--- config.mk ---
export PLATFORM = sky130hd
export DESIGN_NAME = multiCoreMemSystem
export DESIGN_NICKNAME = d
export VERILOG_FILES = /design/src/memArbPkg.sv /design/src/memArbiter.sv /design/src/coreRequestMux.sv /design/src/sharedRam.sv /design/src/readReturn.sv /design/src/multiCoreMemSystem.sv
export SDC_FILE = /design/constraint.sdc
export NUM_CORES = 2
export LEC_CHECK = 0
export ABC_AREA = 1
export BUFFER_PORTS_ARGS = -buffer_cell sky130_fd_sc_hd__buf_2
export CORE_MARGIN = 2
export CORE_UTILIZATION = 45
export CTS_CLUSTER_DIAMETER = 200
export CTS_CLUSTER_SIZE = 20
export DETAILED_ROUTE_END_ITERATION = 16
export HOLD_SLACK_MARGIN = 0.03
export SYNTH_ARGS = -nofsm -noshare
export SYNTH_HDL_FRONTEND = slang
export SYNTH_SLANG_ARGS = --single-unit
--- constraint.sdc ---
create_clock -name clk -period 11.55 [get_ports clk]
set_input_delay 3.465 -clock clk [delete_from_list [all_inputs] [get_ports clk]]
set_output_delay 3.465 -clock clk [all_outputs]
set_load 0.01 [all_outputs]
--- src/memArbPkg.sv ---
package memArbPkg;

	// **************************************************
	// sizes of the shared RAM subsystem
	// **************************************************

	// cores sharing the RAM.
	localparam int NCORES = 4;

	// one byte lane per core on each bus.
	localparam int ADDR_W = 8;
	localparam int DATA_W = 8;

	// every byte address is backed.
	localparam int RAM_DEPTH = 1 << ADDR_W;

	// **************************************************
	// core index
	// **************************************************

	// arbiter pointer, mux select and return tag.
	typedef logic [$clog2(NCORES)-1:0] coreIdx_t;

endpackage

--- src/memArbiter.sv ---
`timescale 1ns/100ps

module memArbiter import memArbPkg::*; (
	input  logic              clk,
	input  logic              rstN,
	input  logic [NCORES-1:0] rden,
	input  logic [NCORES-1:0] wren,
	output logic [NCORES-1:0] grant,
	output coreIdx_t          sel,
	output logic              selValid
);

	// **************************************************
	// state
	// **************************************************

	// search starts after the last core granted.
	coreIdx_t ptr;

	logic [NCORES-1:0] avail;
	logic [NCORES-1:0] nextGrant;
	coreIdx_t          nextIdx;
	logic              nextFound;

	// a core granted now may not be granted again next cycle.
	assign avail = (rden | wren) & ~grant;

	// **************************************************
	// round-robin search
	// **************************************************

	// first requester after the pointer wins.
	always_comb begin
		coreIdx_t cand;

		cand      = ptr;
		nextIdx   = ptr;
		nextFound = 1'b0;
		for (int off = 1; off <= NCORES; off++) begin
			cand = ptr + coreIdx_t'(off); // wraps around.
			if (!nextFound && avail[cand]) begin
				nextIdx   = cand;
				nextFound = 1'b1;
			end
		end
	end

	always_comb begin
		nextGrant = '0;
		if (nextFound) begin
			nextGrant[nextIdx] = 1'b1;
		end
	end

	// **************************************************
	// registered grant
	// **************************************************

	always_ff @(posedge clk or negedge rstN) begin
		if (!rstN) begin
			grant    <= '0;
			sel      <= '0;
			selValid <= 1'b0;
			ptr      <= coreIdx_t'(NCORES - 1); // core 0 searched first.
		end else begin
			grant    <= nextGrant; // one-cycle pulse.
			sel      <= nextIdx;
			selValid <= nextFound;
			if (nextFound) begin
				ptr <= nextIdx;
			end
		end
	end

endmodule

--- src/coreRequestMux.sv ---
`timescale 1ns/100ps

module coreRequestMux import memArbPkg::*; (
	input  coreIdx_t                   sel,
	input  logic                       selValid,
	input  logic [NCORES-1:0]          rden,
	input  logic [NCORES-1:0]          wren,
	input  logic [NCORES*ADDR_W-1:0]   coreAddr,
	input  logic [NCORES*DATA_W-1:0]   coreWdata,
	output logic [ADDR_W-1:0]          ramAddr,
	output logic [DATA_W-1:0]          ramWdata,
	output logic                       ramWe,
	output logic                       isRead
);

	// strobes of the granted core.
	logic laneRd;
	logic laneWr;

	// **************************************************
	// lane select
	// **************************************************

	// address and data need no qualifier.
	always_comb begin
		ramAddr  = coreAddr[sel*ADDR_W +: ADDR_W];
		ramWdata = coreWdata[sel*DATA_W +: DATA_W];
	end

	assign laneRd = rden[sel];
	assign laneWr = wren[sel];

	// **************************************************
	// qualifiers
	// **************************************************

	// only in a grant cycle.
	assign ramWe = selValid & laneWr;

	// read and write together counts as a write.
	assign isRead = selValid & laneRd & ~laneWr;

endmodule

--- src/sharedRam.sv ---
`timescale 1ns/100ps

module sharedRam import memArbPkg::*; (
	input  logic              clk,
	input  logic [ADDR_W-1:0] ramAddr,
	input  logic [DATA_W-1:0] ramWdata,
	input  logic              ramWe,
	output logic [DATA_W-1:0] ramQ
);

	// **************************************************
	// storage
	// **************************************************

	logic [DATA_W-1:0] mem [RAM_DEPTH];

	// write at the end of the grant cycle.
	always_ff @(posedge clk) begin
		if (ramWe) begin
			mem[ramAddr] <= ramWdata;
		end
	end

	// registered read, valid the cycle after the grant.
	always_ff @(posedge clk) begin
		ramQ <= mem[ramAddr];
	end

endmodule

--- src/readReturn.sv ---
`timescale 1ns/100ps

module readReturn import memArbPkg::*; (
	input  logic                     clk,
	input  logic                     rstN,
	input  logic                     isRead,
	input  coreIdx_t                 sel,
	input  logic [DATA_W-1:0]        ramQ,
	output logic [NCORES*DATA_W-1:0] rdData,
	output logic [NCORES-1:0]        rdValid
);

	// **************************************************
	// pending read
	// **************************************************

	// one read in the RAM pipe, tagged with its core.
	logic     pendRead;
	coreIdx_t pendTag;

	always_ff @(posedge clk or negedge rstN) begin
		if (!rstN) begin
			pendRead <= 1'b0;
			pendTag  <= '0;
		end else begin
			pendRead <= isRead;
			pendTag  <= sel;
		end
	end

	// **************************************************
	// lane update
	// **************************************************

	// ramQ is valid now; hand it to the tagged lane.
	always_ff @(posedge clk or negedge rstN) begin
		if (!rstN) begin
			rdData  <= '0;
			rdValid <= '0;
		end else begin
			for (int i = 0; i < NCORES; i++) begin
				rdValid[i] <= pendRead && (pendTag == coreIdx_t'(i)); // pulse.
				if (pendRead && (pendTag == coreIdx_t'(i))) begin
					rdData[i*DATA_W +: DATA_W] <= ramQ;
				end
			end
		end
	end

endmodule

--- src/multiCoreMemSystem.sv ---
`timescale 1ns/100ps

module multiCoreMemSystem import memArbPkg::*; (
	input  logic                     clk,
	input  logic                     rstN,
	input  logic [NCORES-1:0]        rden,
	input  logic [NCORES-1:0]        wren,
	input  logic [NCORES*ADDR_W-1:0] coreAddr,
	input  logic [NCORES*DATA_W-1:0] coreWdata,
	output logic [NCORES-1:0]        grant,
	output logic [NCORES*DATA_W-1:0] rdData,
	output logic [NCORES-1:0]        rdValid
);

	// **************************************************
	// internal wires
	// **************************************************

	coreIdx_t          sel;
	logic              selValid;
	logic [ADDR_W-1:0] ramAddr;
	logic [DATA_W-1:0] ramWdata;
	logic              ramWe;
	logic              isRead;
	logic [DATA_W-1:0] ramQ;

	// **************************************************
	// control
	// **************************************************

	memArbiter u_memArbiter (
		.clk      (clk),
		.rstN     (rstN),
		.rden     (rden),
		.wren     (wren),
		.grant    (grant),
		.sel      (sel),
		.selValid (selValid)
	);

	// **************************************************
	// datapath
	// **************************************************

	coreRequestMux u_coreRequestMux (
		.sel       (sel),
		.selValid  (selValid),
		.rden      (rden),
		.wren      (wren),
		.coreAddr  (coreAddr),
		.coreWdata (coreWdata),
		.ramAddr   (ramAddr),
		.ramWdata  (ramWdata),
		.ramWe     (ramWe),
		.isRead    (isRead)
	);

	sharedRam u_sharedRam (
		.clk      (clk),
		.ramAddr  (ramAddr),
		.ramWdata (ramWdata),
		.ramWe    (ramWe),
		.ramQ     (ramQ)
	);

	// back to the requesting core, two cycles after grant.
	readReturn u_readReturn (
		.clk     (clk),
		.rstN    (rstN),
		.isRead  (isRead),
		.sel     (sel),
		.ramQ    (ramQ),
		.rdData  (rdData),
		.rdValid (rdValid)
	);

endmodule

==> results.txt <==
Synthesized net count -> 8892
FP Rows -> 163
Cell Int Power -> 14.88 mW
RSZ-0062 raised after global routing -> false
Port buffer count -> 113
Hpwl dp -> 139000 µm
Drt via density -> 5.385
Pleak -> 38.47 nW
CP required -> 12.29 ns
CP Launch Type -> primary input
Post-synth EDFFs -> 2048
Max Slew Vio Count -> 0
Final total power -> 27.83 mW
Gr usage total -> 24.44%
H-tree depth -> 3
Synthesized cell area -> 89380 µm²
Placed cell count -> 11150
CP Data Arrival Time -> 8.77 ns
Tcrit/Tclk final -> 69.54%
Via Count -> 60919
1st-iter DRT viols -> 6688
Sequential cell area fraction in the yosys report -> 70.34%
CTS Sinks -> 2104
Setup_tns -> 0 ns
Ys Warns -> 0
# hold bufs at CTS -> 0
PD cells -> 292.1 nW/µm²
Most common cell after layout, fill and taps aside -> nand2_1
Worst Tran Pin Value -> 1.234 ns
CTS tree -> yes
Sw Ratio -> 46.54%
Synth Instances -> 8818
Crit-path slowest cell -> nand2_8
Io pins -> 114
Fillers -> 18325
Routability Congestion -> 0.8824
Critical Path End Type -> flop
VDD IR max -> 0.0005638 V
Sequential share of power -> 37.3%
Cell mode on critical path -> nand2_1
Most used DFF post-synth -> edfxtp_1
Synth Area per Inst -> 10.14 µm²
Outcome -> finished, final reports clean
Rel. slew slack -> 17.43%
Worst-path clk slew -> 0.09 ns
Largest net degree at the start of global routing -> 194
Largest stage delay, worst path -> 0.97 ns
WL/cell -> 22.37 µm
Chip width -> 449.7 µm
Share of cells above drive strength 1 -> 4.234%
Detailed-route DRC error count -> 0
Final wirelength -> 253100 µm
Clock buffer depth -> 3
CTS resizes -> 0
WP buf/inv -> 3
Synth cell types -> 29
Post-synth ARST share -> 2.281%
Minimum clock period after layout -> 8.031 ns
Antenna-violating nets left -> 0
Largest delay share family, worst path -> simple AND/OR/NAND/NOR gates
Post-layout nets -> 8701
Layout area overhead -> 6.580%
Number of global-route vias before repair -> 57824
Cell depth of the worst hold path -> 1
Starting density of the core -> 45.27%
Instance count on the critical path -> 18
HP Class -> flop to flop
Maximum capacitance violations -> 0
Max Clock Freq -> 124.5 MHz
R2r worst-path depth -> 17
Sw power -> 12.95 mW
Clk_lat worst skew -> 0.79 ns
First-pass GRT wire length -> 376200 µm
Die Height -> 449.7 µm
Initial antenna violation count -> 9
Power share of the combinational group -> 47.4%
Clock power frac -> 15.4%
Seq cells post-synth -> 2104
Core footprint -> 197400 µm²
Final setup skew -> 0.03641 ns
Clk root buf -> clkbuf_16
CP Max Fanout -> 135
Crit path kind -> primary input to flop
Final hold violation count -> 0
Overflow after GRT -> 0
Setup Fix Bufs, Post-CTS -> 0
Inserted Clock Buffers -> 115
Endpoints failing setup -> 0
Most frequent cells in the layout -> 5033 x nand2_1, 2048 x edfxtp_1, 517 x nand3_1, 367 x nor2_1, 126 x o21ai_0
DIE AREA -> 202200 µm²
Critical path, cell by cell -> buf_2 -> nand2_1 -> nand3_4 -> nand2_8 -> buf_4 -> buf_4 -> nand2_1 -> nand2_1 -> nand2_1 -> nand2_1 -> nand2_1 -> nand2_1 -> o21ai_1 -> nand2_1 -> nor2_1 -> nor2_1 -> nor2_1 -> nand2_1
DRT Pass-1 Iters -> 8
Finished Layout Cells -> 11312
## per-layer routing
| metal | part of all wire, % | vias up | GRT usage, % |
|---|---|---|---|
| li1 | - | 28488 | - |
| met1 | 43 | 29801 | 34.50 |
| met2 | 47 | 2293 | 39.38 |
| met3 | 7.3 | 335 | 3.328 |
| met4 | 3.2 | 2 | 7.545 |
| met5 | 0.0032 | - | 0 |
## registers in the layout, summed over array words and instances (netlist names)
register               flops
u_readReturn.pendRead      1
u_sharedRam.mem         2048
u_memArbiter.ptr           2
u_memArbiter.selValid      1
u_sharedRam.ramQ           8
u_readReturn.rdData       32
u_memArbiter.grant         4
u_memArbiter.sel           2
u_readReturn.pendTag       2
u_readReturn.rdValid       4
## path summary, 6_finish.rpt
path                                          from                       to  slack (ns)
setup / recovery                       coreAddr[8]      u_sharedRam.ramQ[1]        3.52
hold reg to reg            u_readReturn.pendTag[0]  u_readReturn.rdValid[0]        0.48
hold / removal             u_readReturn.pendTag[0]  u_readReturn.rdValid[0]        0.48
max in group asynchronous                     rstN      u_memArbiter.sel[1]        7.99
setup reg to reg               u_memArbiter.sel[1]      u_sharedRam.ramQ[1]        5.02
min in group asynchronous                     rstN  u_readReturn.rdData[28]        2.87
## synth_stat cells, types with 7 or more instances
cell type,n,share of area [%]
a21oi_1,7,0.039
nand2_1,5050,21
dfrtp_1,46,1.3
clkbuf_1,236,0.99
o21ai_1,64,0.36
buf_2,197,1.1
edfxtp_1,2048,69
dfxtp_1,8,0.18
buf_1,67,0.28
inv_1,31,0.13
nand3_1,519,2.9
o22ai_1,9,0.063
nor2_1,371,1.6
o21ai_0,126,0.71
## logic make-up (layout without fill, tap and decap cells)
kind of cell / after synthesis / in the layout / synth area share (%)
buffers and inverters: 546 / 396 / 2.623
other: 0 / 4 / 0
and+or+nand+nor: 5950 / 5950 / 25.76
AOI/OAI and AO/OA: 214 / 214 / 1.242
xor gates and xnor gates: 4 / 4 / 0.03921
DFF: 2104 / 2104 / 70.34
## final cells by class
cell class | count | area, µm² | share of cell area [%]
Clock inverter | 2 | 32.53 | 0.03415
Multi-Input combinational cell | 6168 | 24410 | 25.63
Timing Repair Buffer | 203 | 1391 | 1.461
Tap cell | 2640 | 3303 | 3.468
Antenna cell | 4 | 10.01 | 0.01051
Clock buffer | 156 | 3095 | 3.250
Sequential cell | 2104 | 62860 | 65.99
Inverter | 35 | 148.9 | 0.1563
## through the flow
stage / hold WS (ns) / util, % / instance area [µm²] / setup WS (ns)
final: 0.4771 / 48.25 / 95260 / 3.519
after detailed placement: 0.4610 / 46.66 / 92120 / 2.832
after global routing: 0.5028 / 48.25 / 95250 / 3.148
after global placement: 0.4637 / 46.66 / 92120 / 2.820
after CTS: 0.4744 / 48.25 / 95250 / 3.656
after floorplan: 0.4124 / - / 89430 / 3.372
## worst reg2reg max path: stages (launching register included)
cell     delay [ns]
dfrtp_1        0.60
inv_1          0.63
nand3_4        0.71
nand2_8        1.01
buf_4          1.04
buf_4          1.05
nand2_1        0.23
nand2_1        0.11
nand2_1        0.05
nand2_1        0.12
nand2_1        0.08
nand2_1        0.13
o21ai_1        0.13
nand2_1        0.31
nor2_1         0.09
nor2_1         0.10
nor2_1         0.05
nand2_1        0.05
## power groups by stage
stage	Combinational (mW)	Clock (mW)	Sequential [mW]
finish	13.2	4.27	10.4
global route	14.4	4.55	10.4
CTS	13.1	4.32	10.4
detailed placement	13.1	0	10.5
global placement	13.1	0	10.5
floorplan	8.00	0	10.9
Power figures use the tool's default switching activity.
